## src/rtl/wideadd_macros.svh

```systemverilog
`ifndef WIDEADD_MACROS_SVH
`define WIDEADD_MACROS_SVH

// Operand width may be any multiple of the slice width
`define DATA_WIDTH 64

// Fixed by the 16-bit prefix adder
`define SLICE_WIDTH 16

`define SLICE_COUNT (`DATA_WIDTH / `SLICE_WIDTH)

`endif
```

## src/rtl/wideAddPkg.sv

```systemverilog
`include "wideadd_macros.svh"

package wideAddPkg;

    typedef enum logic {
        OP_ADD = 1'b0,
        OP_SUB = 1'b1
    } arithOp_e;

    typedef struct packed {
        arithOp_e                op;
        logic [`DATA_WIDTH-1:0]  a;
        logic [`DATA_WIDTH-1:0]  b;
    } addReq_t;

    // For subtract, carryOut set means no borrow
    typedef struct packed {
        logic [`DATA_WIDTH-1:0]  sum;
        logic                    carryOut;
        logic                    overflow;
        logic                    zero;
    } addRsp_t;

endpackage

```

## src/rtl/wideAddTop.sv

```systemverilog
`timescale 1ns/100ps
`include "wideadd_macros.svh"

module wideAddTop
    import wideAddPkg::*;
(
    input  logic    clk,
    input  logic    rstN,
    input  logic    inValid,
    output logic    inReady,
    input  addReq_t inReq,
    output logic    outValid,
    input  logic    outReady,
    output addRsp_t outRsp
);

    logic                    load;
    logic                    step;
    logic                    lastSlice;
    logic [`SLICE_WIDTH-1:0] aSlice;
    logic [`SLICE_WIDTH-1:0] bSlice;
    logic [`SLICE_WIDTH-1:0] sliceSum;
    logic                    sliceCarry;
    logic                    carryIn;

    arithCtrl ctrl (
        .clk       (clk),
        .rstN      (rstN),
        .inValid   (inValid),
        .outReady  (outReady),
        .inReady   (inReady),
        .outValid  (outValid),
        .load      (load),
        .step      (step),
        .lastSlice (lastSlice)
    );

    operandShifter shifter (
        .clk    (clk),
        .rstN   (rstN),
        .load   (load),
        .step   (step),
        .req    (inReq),
        .aSlice (aSlice),
        .bSlice (bSlice)
    );

    // One adder reused for every slice
    brentKungAdder16 adder (
        .a        (aSlice),
        .b        (bSlice),
        .carryIn  (carryIn),
        .sum      (sliceSum),
        .carryOut (sliceCarry)
    );

    // op is only sampled with load, while inReq is still held by the source
    resultCollector collector (
        .clk        (clk),
        .rstN       (rstN),
        .load       (load),
        .step       (step),
        .lastSlice  (lastSlice),
        .op         (inReq.op),
        .sliceSum   (sliceSum),
        .sliceCarry (sliceCarry),
        .aSlice     (aSlice),
        .bSlice     (bSlice),
        .carryIn    (carryIn),
        .rsp        (outRsp)
    );

endmodule

```

## src/rtl/arithCtrl.sv

```systemverilog
`timescale 1ns/100ps
`include "wideadd_macros.svh"

module arithCtrl
    import wideAddPkg::*;
(
    input  logic clk,
    input  logic rstN,
    input  logic inValid,
    input  logic outReady,
    output logic inReady,
    output logic outValid,
    output logic load,
    output logic step,
    output logic lastSlice
);

    localparam int CNT_WIDTH = $clog2(`SLICE_COUNT);

    typedef enum logic [1:0] {
        ST_IDLE,
        ST_BUSY,
        ST_DONE
    } ctrlState_e;

    ctrlState_e           state;
    logic [CNT_WIDTH-1:0] sliceCnt;

    always_ff @(posedge clk or negedge rstN) begin
        if (!rstN) begin
            state    <= ST_IDLE;
            sliceCnt <= '0;
        end else begin
            case (state)
                ST_IDLE: begin
                    sliceCnt <= '0;
                    if (inValid) begin
                        state <= ST_BUSY;
                    end
                end
                ST_BUSY: begin
                    sliceCnt <= sliceCnt + 1'b1;
                    if (lastSlice) begin
                        state <= ST_DONE;
                    end
                end
                ST_DONE: begin
                    // Result holds here until the consumer takes it
                    if (outReady) begin
                        state <= ST_IDLE;
                    end
                end
                default: state <= ST_IDLE;
            endcase
        end
    end

    assign inReady   = (state == ST_IDLE);
    assign load      = inReady & inValid;
    assign step      = (state == ST_BUSY);
    assign lastSlice = step && (sliceCnt == CNT_WIDTH'(`SLICE_COUNT - 1));
    assign outValid  = (state == ST_DONE);

endmodule

```

## src/rtl/resultCollector.sv

```systemverilog
`timescale 1ns/100ps
`include "wideadd_macros.svh"

module resultCollector
    import wideAddPkg::*;
(
    input  logic                    clk,
    input  logic                    rstN,
    input  logic                    load,
    input  logic                    step,
    input  logic                    lastSlice,
    input  arithOp_e                op,
    input  logic [`SLICE_WIDTH-1:0] sliceSum,
    input  logic                    sliceCarry,
    input  logic [`SLICE_WIDTH-1:0] aSlice,
    input  logic [`SLICE_WIDTH-1:0] bSlice,
    output logic                    carryIn,
    output addRsp_t                 rsp
);

    logic    carryReg;
    logic    nonZero;
    addRsp_t rspReg;

    always_ff @(posedge clk or negedge rstN) begin
        if (!rstN) begin
            carryReg <= 1'b0;
            nonZero  <= 1'b0;
            rspReg   <= '0;
        end else if (load) begin
            carryReg <= (op == OP_SUB);
            nonZero  <= 1'b0;
        end else if (step) begin
            carryReg    <= sliceCarry;
            nonZero     <= nonZero | (|sliceSum);
            // Slices enter at the top so slice 0 sits at the bottom after the last step
            rspReg.sum  <= {sliceSum, rspReg.sum[`DATA_WIDTH-1:`SLICE_WIDTH]};
            if (lastSlice) begin
                rspReg.carryOut <= sliceCarry;
                rspReg.overflow <= (aSlice[`SLICE_WIDTH-1] == bSlice[`SLICE_WIDTH-1]) &&
                                   (sliceSum[`SLICE_WIDTH-1] != aSlice[`SLICE_WIDTH-1]);
                rspReg.zero     <= ~(nonZero | (|sliceSum));
            end
        end
    end

    assign carryIn = carryReg;
    assign rsp     = rspReg;

endmodule

```

## src/rtl/operandShifter.sv

```systemverilog
`timescale 1ns/100ps
`include "wideadd_macros.svh"

module operandShifter
    import wideAddPkg::*;
(
    input  logic                    clk,
    input  logic                    rstN,
    input  logic                    load,
    input  logic                    step,
    input  addReq_t                 req,
    output logic [`SLICE_WIDTH-1:0] aSlice,
    output logic [`SLICE_WIDTH-1:0] bSlice
);

    logic [`DATA_WIDTH-1:0] aReg;
    logic [`DATA_WIDTH-1:0] bReg;

    always_ff @(posedge clk or negedge rstN) begin
        if (!rstN) begin
            aReg <= '0;
            bReg <= '0;
        end else if (load) begin
            aReg <= req.a;
            // Subtract adds the complement and takes the +1 as carry in
            bReg <= (req.op == OP_SUB) ? ~req.b : req.b;
        end else if (step) begin
            aReg <= aReg >> `SLICE_WIDTH;
            bReg <= bReg >> `SLICE_WIDTH;
        end
    end

    // Least significant slice goes first
    assign aSlice = aReg[`SLICE_WIDTH-1:0];
    assign bSlice = bReg[`SLICE_WIDTH-1:0];

endmodule

```

## src/rtl/brentKungAdder16.sv

```systemverilog
`timescale 1ns/100ps

module brentKungAdder16 (
    input  logic [15:0] a,
    input  logic [15:0] b,
    input  logic        carryIn,
    output logic [15:0] sum,
    output logic        carryOut
);

    // Generate and propagate of a single bit or of a bit group
    typedef struct packed {
        logic g;
        logic p;
    } genProp_t;

    genProp_t [15:0] bitGp;
    genProp_t [7:0]  up1;
    genProp_t [3:0]  up2;
    genProp_t [1:0]  up3;
    genProp_t        up4;
    genProp_t        dn5;
    genProp_t [2:0]  dn6;
    genProp_t [6:0]  dn7;
    genProp_t [15:0] prefix;
    logic     [15:0] carry;

    // Merge a high group with the adjacent lower group
    function automatic genProp_t dot(input genProp_t hi, input genProp_t lo);
        genProp_t res;
        res.g = hi.g | (hi.p & lo.g);
        res.p = hi.p & lo.p;
        return res;
    endfunction

    for (genvar i = 0; i < 16; i++) begin : gBit
        assign bitGp[i].g = a[i] & b[i];
        assign bitGp[i].p = a[i] | b[i];
    end

    // Up-sweep builds groups of 2, 4, 8 and 16 bits
    for (genvar k = 0; k < 8; k++) begin : gUp1
        assign up1[k] = dot(bitGp[2*k+1], bitGp[2*k]);
    end

    for (genvar k = 0; k < 4; k++) begin : gUp2
        assign up2[k] = dot(up1[2*k+1], up1[2*k]);
    end

    for (genvar k = 0; k < 2; k++) begin : gUp3
        assign up3[k] = dot(up2[2*k+1], up2[2*k]);
    end

    assign up4 = dot(up3[1], up3[0]);

    // Down-sweep fills in the remaining prefixes from bit 0
    // bits 11:0
    assign dn5 = dot(up2[2], up3[0]);

    // bits 5:0, 9:0 and 13:0
    assign dn6[0] = dot(up1[2], up2[0]);
    assign dn6[1] = dot(up1[4], up3[0]);
    assign dn6[2] = dot(up1[6], dn5);

    // Even positions 2 to 14
    assign dn7[0] = dot(bitGp[2], up1[0]);
    assign dn7[1] = dot(bitGp[4], up2[0]);
    assign dn7[2] = dot(bitGp[6], dn6[0]);
    assign dn7[3] = dot(bitGp[8], up3[0]);
    assign dn7[4] = dot(bitGp[10], dn6[1]);
    assign dn7[5] = dot(bitGp[12], dn5);
    assign dn7[6] = dot(bitGp[14], dn6[2]);

    // prefix[i] covers bits i down to 0
    assign prefix = {
        up4,
        dn7[6],
        dn6[2],
        dn7[5],
        dn5,
        dn7[4],
        dn6[1],
        dn7[3],
        up3[0],
        dn7[2],
        dn6[0],
        dn7[1],
        up2[0],
        dn7[0],
        up1[0],
        bitGp[0]
    };

    // Carry-in passes through wherever the whole group propagates
    for (genvar i = 0; i < 16; i++) begin : gCarry
        assign carry[i] = prefix[i].g | (prefix[i].p & carryIn);
    end

    assign sum      = a ^ b ^ {carry[14:0], carryIn};
    assign carryOut = carry[15];

endmodule

```

## config.mk

```make
export PLATFORM = sky130hd
export DESIGN_NAME = wideAddTop
export DESIGN_NICKNAME = d
export VERILOG_FILES = /design/src/rtl/wideAddPkg.sv /design/src/rtl/wideAddTop.sv /design/src/rtl/arithCtrl.sv /design/src/rtl/resultCollector.sv /design/src/rtl/operandShifter.sv /design/src/rtl/brentKungAdder16.sv
export VERILOG_INCLUDE_DIRS = /design/src /design/src/rtl
export SDC_FILE = /design/constraint.sdc
export NUM_CORES = 1
export LEC_CHECK = 0
export ABC_CLOCK_PERIOD_IN_PS = 5800
export BUFFER_PORTS_ARGS = -buffer_cell sky130_fd_sc_hd__buf_4
export CORE_UTILIZATION = 40
export DETAILED_ROUTE_END_ITERATION = 8
export SKIP_LAST_GASP = 1
export SYNTH_ARGS = -nofsm -noshare
export SYNTH_HDL_FRONTEND = slang
export SYNTH_SLANG_ARGS = --single-unit
```

## constraint.sdc

```tcl
create_clock -name clk -period 5.8 [get_ports clk]
set_clock_uncertainty 0.1 [all_clocks]
set_input_delay 0 -clock clk [delete_from_list [all_inputs] [get_ports clk]]
set_output_delay 0 -clock clk [all_outputs]
set_load 0.01 [all_outputs]
```

[After elaboration in Yosys (flattened, before gate mapping)]
Index checks and enable logic that the tools add are counted.
Operators by class
  add/subtract/negate cells: 1
  eq/ne operators: 8
  reductions and logical operators: 9
  muxes and demuxes: 14
  bitwise logic cells: 149
Operators by type and width (number)
  $mux W64: 5
  $and A1 B1 Y1: 85
  $not A64 Y64: 1
  $or A1 B1 Y1: 59
  $xor A16 B16 Y16: 2
  $reduce_or A16 Y1: 1
  $mux W2: 3
  $pmux W2 S3: 1
  $reduce_and A3 Y1: 2
  $eq A2 B2 Y1 const B: 2
  $mux W1: 4
  $ne A2 B1 Y1 const B: 2
  $pmux W2 S2: 1
  $reduce_bool A2 Y1: 2
  $add A2 B1 Y2 const B: 1
  $eq A2 B1 Y1 const B: 1
  $logic_and A1 B1 Y1: 2
  $logic_not A2 Y1: 1
  $ne A2 B2 Y1 const B: 1
  $not A1 Y1: 2
  $reduce_and A2 Y1: 1
  $eq A1 B1 Y1: 1
  $ne A1 B1 Y1: 1
Storage, ports and cells
  register bits after elaboration: 201
  output and inout port bits: 69
  input bits: 133
  logic and storage cells: 191

[Depth between registers and ports, before layout]
Gate-level depths: netlist of run 1.
  depth after elaboration: 19
  mapped depth: 10
  gate-level depth less buffers: 10

[Hierarchy]
From an unflattened synthesis of run 1, not the netlist that was laid out.
Second synthesis, totals
  cells, all modules: 913
  area, all modules: 10772.8 um^2
By module, submodules not included
  operandShifter: instances 1, area each 6751.5 um^2, seq. area each 3203.1 um^2, cells an instance 588
  resultCollector: instances 1, area each 2681.3 um^2, seq. area each 1726.7 um^2, cells an instance 162
  brentKungAdder16: instances 1, area each 1142.3 um^2, seq. area each 0.0 um^2, cells an instance 146
  arithCtrl: instances 1, area each 197.7 um^2, seq. area each 100.1 um^2, cells an instance 17

[Least setup slack after synthesis of run 1]
No wires, ideal clock.
  path kind: register -> register
  start point: reg shifter.aReg[10]
  end point: reg collector.rspReg (netlist bit collector.rsp[0])
  arrival: 2.430 ns
  clock period less this slack: 2.655 ns
  cell stages (with the launch flop): 11
  required time: 5.575 ns
  path slack: 3.145 ns
  cells stage by stage: dfrtp_1 -> inv_1 -> ha_1 -> or3_1 -> a211o_1 -> a31oi_4 -> a2111oi_2 -> a211o_1 -> and3_1 -> nor4b_4 -> mux2_4
Between the ends
  longest elaborated chain between the ends: 14
RTL lines
  start, declared: RTL line operandShifter.sv:16  | logic [`DATA_WIDTH-1:0] aReg;
  start signal, assigned: RTL line operandShifter.sv:24  | aReg <= req.a;
  start signal, assigned: RTL line operandShifter.sv:28  | aReg <= aReg >> `SLICE_WIDTH;
  $and A1 B1 Y1 / $or A1 B1 Y1 (equally long branches): RTL line brentKungAdder16.sv:37, brentKungAdder16.sv:38
  $and A1 B1 Y1 (on tied branches): RTL line brentKungAdder16.sv:31, brentKungAdder16.sv:32
  $or A1 B1 Y1, or another cell as far along: RTL line brentKungAdder16.sv:31  | res.g = hi.g | (hi.p & lo.g);
  $or A1 B1 Y1 / $and A1 B1 Y1 (equally long branches): RTL line brentKungAdder16.sv:31
  $or A1 B1 Y1: RTL line brentKungAdder16.sv:31
  $and A1 B1 Y1: RTL line brentKungAdder16.sv:31
  $or A1 B1 Y1: RTL line brentKungAdder16.sv:31
  $and A1 B1 Y1: RTL line brentKungAdder16.sv:31
  $or A1 B1 Y1: RTL line brentKungAdder16.sv:31
  $or A1 B1 Y1: RTL line brentKungAdder16.sv:96  | assign carry[i] = prefix[i].g | (prefix[i].p & carryIn);
  $xor A16 B16 Y16 *: RTL line brentKungAdder16.sv:99  | assign sum = a ^ b ^ {carry[14:0], carryIn};
  $reduce_or A16 Y1 *: RTL line resultCollector.sv:42  | rspReg.zero <= ~(nonZero | (|sliceSum));
  $or A1 B1 Y1 *: RTL line resultCollector.sv:42
  $not A1 Y1 *: RTL line resultCollector.sv:42
  end, declared: RTL line resultCollector.sv:23  | addRsp_t rspReg;
Mark *: on every way between the ends. The rest lies on a longest branch, timed or not.
A chain may end at the register's enable or synchronous reset.

[Worst setup path after layout of run 1]
  start point: reg shifter.aReg[3]
  end point: reg collector.rspReg (netlist bit collector.rsp[0])
Between the ends
  longest elaborated chain between the ends: 17
RTL lines
  $or A1 B1 Y1: RTL line brentKungAdder16.sv:38  | assign bitGp[i].p = a[i] | b[i];
  $and A1 B1 Y1 (on tied branches): RTL line brentKungAdder16.sv:31, brentKungAdder16.sv:32
  $or A1 B1 Y1 / $and A1 B1 Y1 (equally long branches): RTL line brentKungAdder16.sv:31
  $or A1 B1 Y1: RTL line brentKungAdder16.sv:31
  $and A1 B1 Y1: RTL line brentKungAdder16.sv:31
  $or A1 B1 Y1: RTL line brentKungAdder16.sv:31
  $and A1 B1 Y1: RTL line brentKungAdder16.sv:31
  $or A1 B1 Y1: RTL line brentKungAdder16.sv:31
  $and A1 B1 Y1: RTL line brentKungAdder16.sv:31
  $or A1 B1 Y1: RTL line brentKungAdder16.sv:31
  $and A1 B1 Y1: RTL line brentKungAdder16.sv:31
  $or A1 B1 Y1: RTL line brentKungAdder16.sv:31
  $or A1 B1 Y1: RTL line brentKungAdder16.sv:96
  $xor A16 B16 Y16 *: RTL line brentKungAdder16.sv:99
  $reduce_or A16 Y1 *: RTL line resultCollector.sv:42
  $or A1 B1 Y1 *: RTL line resultCollector.sv:42
  $not A1 Y1 *: RTL line resultCollector.sv:42
Marked as above.

==> summary.md, run 1 <==
| Metric | Value |
|---|---|
| Status | completed |
| Detail Placement HPWL | 17.1 mm |
| Share of cells above drive strength 1 | 19.5% |
| Seq. cell area | 0.00503 mm2 |
| PostCTS Resize Cnt | 0 |
| Final setup fails | 0 |
| DRT Pass-1 Iters | 5 |
| CTS tree | yes |
| Ranking of synthesized cells by area | dfrtp_1, nand2_1, a221o_1, xnor2_1, ha_1 |
| IO Count | 202 |
| FMAX | 347 MHz |
| Syn nets | 1184 |
| # port buffers | 201 |
| Syn_area_per_cell | 9.57 um2 |
| Ys flop type | dfrtp_1 |
| Clk slew on worst S/H paths | 60 ps |
| Net Switching | 2.90 mW |
| Standard-cell rows | 56 |
| Yosys warnings | 0 |
| R2R Path Start | shifter.aReg[3] |
| Crit share post-route | 49.7% |
| CP Class | reg2reg |
| Compound-cell area share of the yosys netlist | 15.2% |
| Setup crit start kind | register |
| Required @ worst endpoint | 6090 ps |
| Clk buf depth | 3 |
| Largest net degree at the start of global routing | 171 |
| EDFF count, synth | 0 |
| Synthesized-area fraction occupied by adder cells | 4.45% |
| Drt first-iter violations | 599 |
| Largest area contributor in the netlist | dfrtp_1 |
| Routability congestion estimate | 0.871 |
| Netlist cell types | 55 |
| Initial Util | 41.1% |
| Period minus WS final | 2880 ps |
| Root buffer cell | clkbuf_16 |
| Top-area cell type share of the netlist area | 51.7% |
| Register area share after synthesis | 51.7% |
| Avg WL per Cell | 16.2 um |
| Actual slew at the worst max-slew pin | 1130 ps |
| Worst Reg-to-Reg Cells | 10 |
| Number of global-route vias before repair | 8086 |
| Main combinational cell family by area after synthesis | simple AND/OR/NAND/NOR gates |
| Peak VDD IR | 0.431 mV |
| RSZ-0062 raised after global routing | no |
| Mux share of post-synthesis cell area | 0.270% |
| Total number of vias | 8377 |
| Relative slew slack | 24.5% |
| H-tree levels | 1 |
| Clk network pwr share | 20.9% |
| Ys async rst share | 100% |
| Antenna Nets Post-Route | 0 |
| Seq cells post-synth | 201 |
| Core Box Area | 0.0237 mm2 |
| Top Usage Layer GRT | met2 |
| Final Slew Violations | 0 |
| DR vias/cell | 5.03 |
| # clock sinks | 201 |
| Comb power frac | 45.4% |
| Nets | 1496 |
| Fin. Hold Viols | 0 |
| Area Growth Syn to Fin | 41.3% |
| Crit path arrival time | 3170 ps |
| Multi-input gate area | 0.00432 mm2 |
| Total Neg Setup Slack | 0 ps |
| Post-synthesis xor/xnor area fraction | 6.66% |
| Reg2reg setup slack | 2920 ps |
| Met3 Use GR | 4.02% |
| Post-CTS setup buffers | 0 |
| Max-Cap Viols | 0 |
| Worst skew pair latency | 510 ps |
| Worst min path class | in2async |
| Critical R2R Capture | collector.rsp[0] |
| Crit end category | register |
| Leakage | 6.60 nW |
| Total track usage | 21.6% |
| Remaining DRCs | 0 |
| Fillers | 2076 |
| Internal Power | 4.42 mW |
| CTS Buf Count | 23 |
| CP Max Fanout | 7 |
| WL final | 27.0 mm |
| Die height | 158 um |
| Met2 Usage GRT | 34.2% |
| Gr ovfl total | 0 |
| Reg power frac | 33.7% |
| Dpl cells | 1479 |
| Met1 Resource Use GR | 29.7% |
| Switching power share of the total | 39.6% |
| Final std cells w/o fill | 1667 |
| Simple-Gate Fraction of Synth Area | 17.5% |
| Power Density | 532 mW/mm2 |
| First-pass GRT wire length | 42.5 mm |
| Die ar. | 0.0249 mm2 |
| Synth Cell Area | 0.00973 mm2 |
| Initial antenna violation count | 2 |
| Die W | 158 um |
| Synth Instances | 1017 |
-- worst max path at each step --
stage | start | to | slack (ps) | depth (start not counted)
after CTS | shifter.aReg[3] | collector.rsp[0] | 2910 | 10
after global routing | shifter.aReg[0] | collector.rsp[0] | 2700 | 10
after detailed placement | shifter.aReg[0] | collector.rsp[0] | 2920 | 10
after global placement | shifter.aReg[0] | collector.rsp[0] | 3030 | 10
after floorplan | shifter.aReg[10] | collector.rsp[0] | 3140 | 10
final | shifter.aReg[3] | collector.rsp[0] | 2920 | 10
-- cell usage after synthesis, drive strengths merged, types with 5 or more instances --
library cell  number
ha                33
clkbuf            50
a31oi              7
dfrtp            201
nand2            270
a21oi              8
inv               44
a221o             64
o21ai             51
nand3             23
nand2b             5
nor2              65
nor3              20
nor2b              5
xnor2             70
buf               15
a22oi             34
-- power groups by stage --
stage	Sequential (mW)	Combinational [mW]	Clock, mW
2_1_floorplan	2.44	2.12	0
5_1_grt	2.54	3.73	1.62
6_report	2.47	3.32	1.53
4_1_cts	2.47	3.33	1.57
3_3_place_gp	2.47	3.13	0
3_5_place_dp	2.49	3.16	0
-- stage by stage --
step	power [mW]	instance area (um2)	hold WS, ps	utilization (%)	worst slack [ps]
global placement	5.60	11500	0.191	48.5	3030
detailed placement	5.65	11500	0.973	48.5	2920
floorplan	4.55	9730	-396	-	3140
CTS	7.37	13700	56.2	58.0	2910
finish	7.32	13700	9.49	58.1	2920
global route	7.90	13700	86.2	58.1	2700
-- sequential cells by signal, indices dropped and copies added (netlist names) --
register / cells
collector.rsp: 67
shifter.bReg: 64
ctrl.sliceCnt: 2
collector.carryIn: 1
collector.nonZero: 1
shifter.aReg: 64
ctrl.state: 2
-- what timing repair did --
action,CTS,global route
setup endpoints to repair,0,0
hold buffers,144,0
endpoints found under the hold margin,228,0
-- layer usage --
metal	routed length, um	vias up
met5	0	-
met4	790	0
met3	1570	50
met2	12300	250
met1	12400	3986
li1	-	4091
-- worst max-delay path, cell delays in order (launching register included) --
cell and delay, ps:
dfrtp_1 380, inv_1 90, ha_1 200, inv_1 90, a221oi_4 430, nand3_2 190, a2111oi_2 510, nor2_1 120
xor2_1 280, nor4b_4 90, mux2_4 280
-- cell type report --
cell class | count | share of cell area, %
antenna | 2 | 0.0364
clock buffer | 26 | 4.41
clock inverter | 16 | 1.47
inverter | 44 | 1.20
multi-input combinational | 707 | 31.4
sequential | 201 | 36.6
tap | 319 | 2.90
timing repair buffer | 352 | 22.0
-- layout by cell type (no fill, tap or decap), types with 2 or more instances in the layout --
cell type,count
a211o_1,4
a211oi_1,2
a21o_1,2
a21oi_1,8
a221o_1,64
a22oi_1,34
a31oi_1,6
and3_1,4
buf_4,206
bufinv_16,4
clkbuf_16,23
clkbuf_8,2
clkinv_2,5
clkinvlp_4,5
dfrtp_1,201
diode_2,2
dlygate4sd3_1,144
ha_1,33
inv_1,44
nand2_1,269
nand2b_1,4
nand3_1,22
nand4_1,2
nor2_1,64
nor2b_1,4
nor3_1,20
nor3b_1,3
o21ai_0,50
o31ai_1,2
or3_1,2
xnor2_1,70
xor2_1,4
-- cells by family (layout without fill, tap and decap cells) --
kind of cell               Yosys count  in the layout
AOI/OAI and AO/OA                  188            188
xor gates and xnor gates            74             74
adders and majority gates           34             34
buffers and inverters              109            438
DFF                                201            201
muxes                                2              2
other                                0              2
and+or+nand+nor                    409            409
Power figures use the tool's default switching activity.
==> run 2: changes to the inputs <==
ABC_CLOCK_PERIOD_IN_PS = 2700   (was 5800)
clock period = 2.7 ns   (was 5.8 ns; I/O delays follow)
==> run 2 against run 1 <==
Against the previous run:
- the run now ends with hold timing left
- critical path depth unchanged
- count of clock-buffer cells in the layout grew 9
- clock power grew 90%
- critical endpoint unchanged
- largest power group unchanged
- highest routed layer unchanged
==> summary.md, run 2 (synthesized netlist as in run 1, its figures left out) <==
| Metric | Value |
|---|---|
| Largest net degree at the start of global routing | 170 |
| Routability congestion estimate | 0.855 |
| FMAX | 375 MHz |
| Leakage | 6.70 nW |
| Final Slew Violations | 0 |
| IO Count | 202 |
| Nets | 1526 |
| Final Util | 59.1% |
| Initial antenna violation count | 2 |
| Core Box Area | 0.0237 mm2 |
| DR vias/cell | 5.00 |
| Worst Reg-to-Reg Cells | 10 |
| Buf/Inv on CP | 2 |
| Switching power share of the total | 39.9% |
| Antenna Nets Post-Route | 0 |
| Fin. Hold Viols | 13 |
| Detail Placement HPWL | 17.9 mm |
| Worst min path class | in2async |
| Actual slew at the worst max-slew pin | 978 ps |
| Slowest CP cell | a2111oi_4 |
| CP Class | reg2reg |
| Number of global-route vias before repair | 8143 |
| # port buffers | 201 |
| Final setup fails | 0 |
| Clk buf depth | 3 |
| Standard-cell rows | 56 |
| Most frequent cells in the layout | nand2_1, buf_4, dfrtp_1, dlygate4sd3_1, xnor2_1 |
| Power Density | 1140 mW/mm2 |
| R2R Path Start | shifter.aReg[3] |
| Remaining DRCs | 0 |
| Reg power frac | 33.0% |
| Total track usage | 21.9% |
| Cell family with most CP delay | compound AO/OA/AOI/OAI gates |
| Max-Cap Viols | 0 |
| Share of cells above drive strength 1 | 23.0% |
| CTS Buf Count | 23 |
| Required @ worst endpoint | 2990 ps |
| First-pass GRT wire length | 43.1 mm |
| RSZ-0062 raised after global routing | yes |
| Status | finished, violations left |
| # clock sinks | 201 |
| Final std cells w/o fill | 1693 |
| Die ar. | 0.0249 mm2 |
| Die height | 158 um |
| H-tree levels | 1 |
| CP Max Fanout | 5 |
| Clk slew on worst S/H paths | 60 ps |
| Clk network pwr share | 18.1% |
| WL final | 27.1 mm |
| Crit end category | register |
| Reg2reg setup slack | 30 ps |
| CP Cell Sequence | inv_2 > ha_4 > inv_2 > a221oi_4 > nand3_4 > a2111oi_4 > o311ai_2 > and3_1 > nor4b_4 > mux2_4 |
| Relative slew slack | 34.7% |
| Initial Util | 41.1% |
| Failing checks | hold timing |
| Max reg flops | 67 |
| CTS tree | yes |
| Comb power frac | 48.9% |
| Critical R2R Capture | collector.rsp[0] |
| Root buffer cell | clkbuf_16 |
| Setup crit start kind | register |
| Net Switching | 6.38 mW |
| Drt first-iter violations | 512 |
| Hold Slack | -41.9 ps |
| Crit share post-route | 98.9% |
| Total number of vias | 8461 |
| Period minus WS final | 2670 ps |
| Worst skew pair latency | 530 ps |
| Gr ovfl total | 0 |
| Peak VDD IR | 1.00 mV |
| Area Growth Syn to Fin | 43.8% |
| Dpl cells | 1514 |
| Commonest non-fill, non-tap cell in the layout | nand2_1 |
| Final Power | 16.0 mW |
| Avg WL per Cell | 16.0 um |
| Die W | 158 um |
| DRT Pass-1 Iters | 5 |
| Internal Power | 9.62 mW |
| Crit path arrival time | 2960 ps |
| Critical path's largest stage delay | 480 ps |
| Top cell by count, worst path | inv_2 |
run 2: cell types whose count changed in the layout (fill, tap and decap cells not counted), moves of 3 or more:
cell | previous run | this run
inv_2 | 0 | 5
clkinvlp_4 | 5 | 1
ha_1 | 33 | 29
buf_4 | 206 | 246
a21oi_1 | 8 | 5
clkinv_2 | 5 | 0
clkbuf_1 | 1 | 8
a21oi_2 | 0 | 3
dlygate4sd3_1 | 144 | 131
inv_1 | 44 | 39
buf_12 | 1 | 4
bufinv_16 | 4 | 0
run 2: through the flow:
step | hold slack, ps | setup TNS [ps] | setup slack [ps] | area (um2)
floorplan | -396 | 0 | 44.6 | 9730
finish | -41.9 | 0 | 31.0 | 14000
global placement | -44.2 | -12.4 | -12.4 | 11800
CTS | 7.99 | 0 | 2.07 | 13900
global route | 28.5 | -208 | -113 | 14000
detailed placement | -46.8 | -161 | -103 | 11800
run 2: routing by layer:
metal | vias up | part of all wire [%] | track usage, %
met5 | - | 0 | 0
met4 | 0 | 2.0 | 5.68
met3 | 33 | 5.4 | 3.64
met2 | 244 | 47 | 35.3
met1 | 4021 | 46 | 30.5
li1 | 4163 | - | -
run 2: layout make-up:
| class | count | area, um2 |
|---|---|---|
| flip-flops and latches | 201 | 5030 |
| fillers | 2037 | 9700 |
| clock inverters | 3 | 36.3 |
| clock buffers | 35 | 661 |
| inverters | 44 | 165 |
| diodes | 2 | 5.00 |
| multi-input cells | 707 | 4440 |
| well taps | 319 | 399 |
| repair buffers | 382 | 3250 |
run 2: power groups by stage:
stage               Combinational, mW  Sequential (mW)  Clock [mW]
finish                           7.83             5.28        2.90
global route                     8.73             5.42        3.09
floorplan                        4.55             5.23           0
detailed placement               7.32             5.32           0
global placement                 7.21             5.29           0
CTS                              7.77             5.27        2.97
run 2: timing repair:
action,CTS,global route
gates resized for setup,21,6
hold endpoints to repair,314,0
buffers inserted,4,4
endpoints found under the setup margin,2,3
pin swaps,17,13
hold buffers,131,0
cloned,0,0
run 2: worst max-delay path by stage:
stage / start / end / cells after the start
after global placement: shifter.aReg[11] / collector.rsp[0] / 10
after CTS: shifter.bReg[2] / collector.rsp[0] / 10
after floorplan: shifter.aReg[10] / collector.rsp[0] / 10
after detailed placement: shifter.bReg[0] / collector.rsp[0] / 10
final: shifter.aReg[3] / collector.rsp[0] / 10
after global routing: shifter.aReg[9] / collector.nonZero / 12
==> run 3: changes to the inputs <==
ABC_CLOCK_PERIOD_IN_PS = default   (was 2700)
PLACE_DENSITY = 0.64   (was default)
==> run 3 against run 2 <==
Against the previous run:
- the flow finishes with violations (hold timing, setup timing)
- via count up 1.6%
- global-route usage up 0.49 points
- sequential share of layout area decreased by 0.98 points
- sequential cell count stayed put
- critical path depth unchanged
- clock power increased by 7.2%
- design area up 2.8%
- worst setup slack worse by 35 ps
- register-to-register slack got worse by 30 ps
- non-clock buffer count grew 28
- core utilization up 1.6 points
- critical endpoint unchanged
- largest cell class unchanged
==> summary.md, run 3 (synthesized netlist as in run 1, its figures left out) <==
| Metric | Value |
|---|---|
| CTS tree | yes |
| # clock sinks | 201 |
| Final setup fails | 1 |
| Avg WL per Cell | 16.1 um |
| Die ar. | 0.0249 mm2 |
| Worst skew pair latency | 510 ps |
| CP endpoint | collector.rsp[0] |
| DR vias/cell | 4.99 |
| DRT Pass-1 Iters | 5 |
| Worst Reg-to-Reg Cells | 10 |
| CP Class | reg2reg |
| Standard-cell rows | 56 |
| Clk buf depth | 3 |
| # port buffers | 201 |
| Dpl cells | 1509 |
| Seq. cell area | 0.00503 mm2 |
| Drt first-iter violations | 579 |
| Status | finished, violations left |
| Actual slew at the worst max-slew pin | 707 ps |
| IO Count | 202 |
| Relative slew slack | 52.9% |
| Initial Util | 41.1% |
| Total track usage | 22.4% |
| RSZ-0062 raised after global routing | yes |
| Final std cells w/o fill | 1723 |
| Total number of vias | 8598 |
| Crit share post-route | 100% |
| Worst Setup SP | shifter.aReg[10] |
| WL final | 27.7 mm |
| Failing checks | hold timing, setup timing |
| Die height | 158 um |
| Setup WS post-layout | -3.58 ps |
| Critical R2R Capture | collector.rsp[0] |
| Switching power share of the total | 38.9% |
| FMAX | 370 MHz |
| Largest net degree at the start of global routing | 141 |
| Multi-input gate area | 0.00444 mm2 |
| Crit path arrival time | 3000 ps |
| Core Box Area | 0.0237 mm2 |
| Final Slew Violations | 0 |
| Leakage | 6.92 nW |
| Antenna Nets Post-Route | 0 |
| Power Density | 1150 mW/mm2 |
| Comb power frac | 49.2% |
| Reg2reg setup slack | -4 ps |
| Share of cells above drive strength 1 | 22.6% |
| CTS Buf Count | 22 |
| Crit end category | register |
| Fin. Hold Viols | 10 |
| R2R Path Start | shifter.aReg[10] |
| Die W | 158 um |
| Period minus WS final | 2700 ps |
| Peak VDD IR | 0.851 mV |
| Internal Power | 10.1 mW |
| Initial antenna violation count | 3 |
| Area Growth Syn to Fin | 47.8% |
| Clk network pwr share | 18.8% |
| H-tree levels | 1 |
| Required @ worst endpoint | 2990 ps |
| Commonest non-fill, non-tap cell in the layout | nand2_1 |
| Gr ovfl total | 0 |
| Max reg flops | 67 |
| Routability congestion estimate | 0.830 |
| Worst min path class | in2async |
| Number of global-route vias before repair | 8526 |
| CP Max Fanout | 4 |
| Hold Slack | -17.4 ps |
| Max-Cap Viols | 0 |
| First-pass GRT wire length | 44.0 mm |
| Setup crit start kind | register |
| Final Power | 16.6 mW |
| Root buffer cell | clkbuf_16 |
| Remaining DRCs | 0 |
| Nets | 1553 |
| Net Switching | 6.45 mW |
| Most frequent cells in the layout | nand2_1, buf_4, dfrtp_1, dlygate4sd3_1, xnor2_1 |
| Clk slew on worst S/H paths | 60 ps |
| Detail Placement HPWL | 17.8 mm |
| Reg power frac | 32.0% |
| Fillers | 1970 |
run 3: changes by cell type in the layout (fill, tap and decap cells not counted), sizes merged:
cell	delta
buf	-7
bufinv	+2
clkbuf	-2
clkinv	+4
clkinvlp	-1
diode	+1
dlygate4sd3	+34
inv	-1
run 3: area by class of cell:
| class | count | share of cell area (%) |
|---|---|---|
| sequential | 201 | 35.0 |
| multi-input combinational | 707 | 30.9 |
| timing repair buffer | 410 | 24.8 |
| clock buffer | 32 | 4.65 |
| tap | 319 | 2.78 |
| inverter | 44 | 1.15 |
| clock inverter | 7 | 0.670 |
| antenna | 3 | 0.0522 |
run 3: metrics by stage:
stage               hold WS [ps]  worst slack [ps]  util, %  cell area, um2  TNS [ps]
floorplan                   -396              44.6        -            9730         0
global placement           -14.2             -8.82     49.7           11800     -8.82
detailed placement         -17.1              -111     49.7           11800      -188
CTS                         7.77              8.95     60.5           14300         0
global route                46.0              -157     60.7           14400      -299
finish                     -17.4             -3.58     60.7           14400     -3.58
run 3: timing repair:
item,CTS,global route
endpoints found under the setup margin,2,3
resized for setup,22,5
pin swaps,11,8
gates cloned,0,0
buffers inserted,4,3
hold endpoints to repair,263,0
hold buffers,165,0
run 3: worst min-delay path by stage:
stage / end
3_3_place_gp: collector.rsp[15]
2_1_floorplan: collector.carryIn
4_1_cts: shifter.bReg[13]
6_report: collector.rsp[15]
5_1_grt: collector.rsp[15]
3_5_place_dp: collector.rsp[15]
run 3: power groups by stage:
stage | clock, mW | combinational [mW] | sequential (mW)
6_report | 3.11 | 8.15 | 5.30
5_1_grt | 3.29 | 9.08 | 5.45
4_1_cts | 3.17 | 8.05 | 5.29
3_5_place_dp | 0 | 7.22 | 5.34
3_3_place_gp | 0 | 7.14 | 5.29
2_1_floorplan | 0 | 4.55 | 5.23
run 3: routing by layer:
metal	GRT usage, %	vias up	part of all wire [%]
met5	0	-	0
met4	8.15	0	3.2
met3	3.97	51	5.3
met2	35.9	267	46
met1	30.3	4057	45
li1	-	4223	-
run 3: worst max-delay path, stage by stage, from the launching register on:
cell,delay (ps)
dfrtp_1,370
inv_2,60
ha_4,150
or3_4,400
a211o_1,320
a31oi_4,240
a2111oi_4,70
a211o_1,300
and3_1,170
nor4b_4,130
mux2_4,270
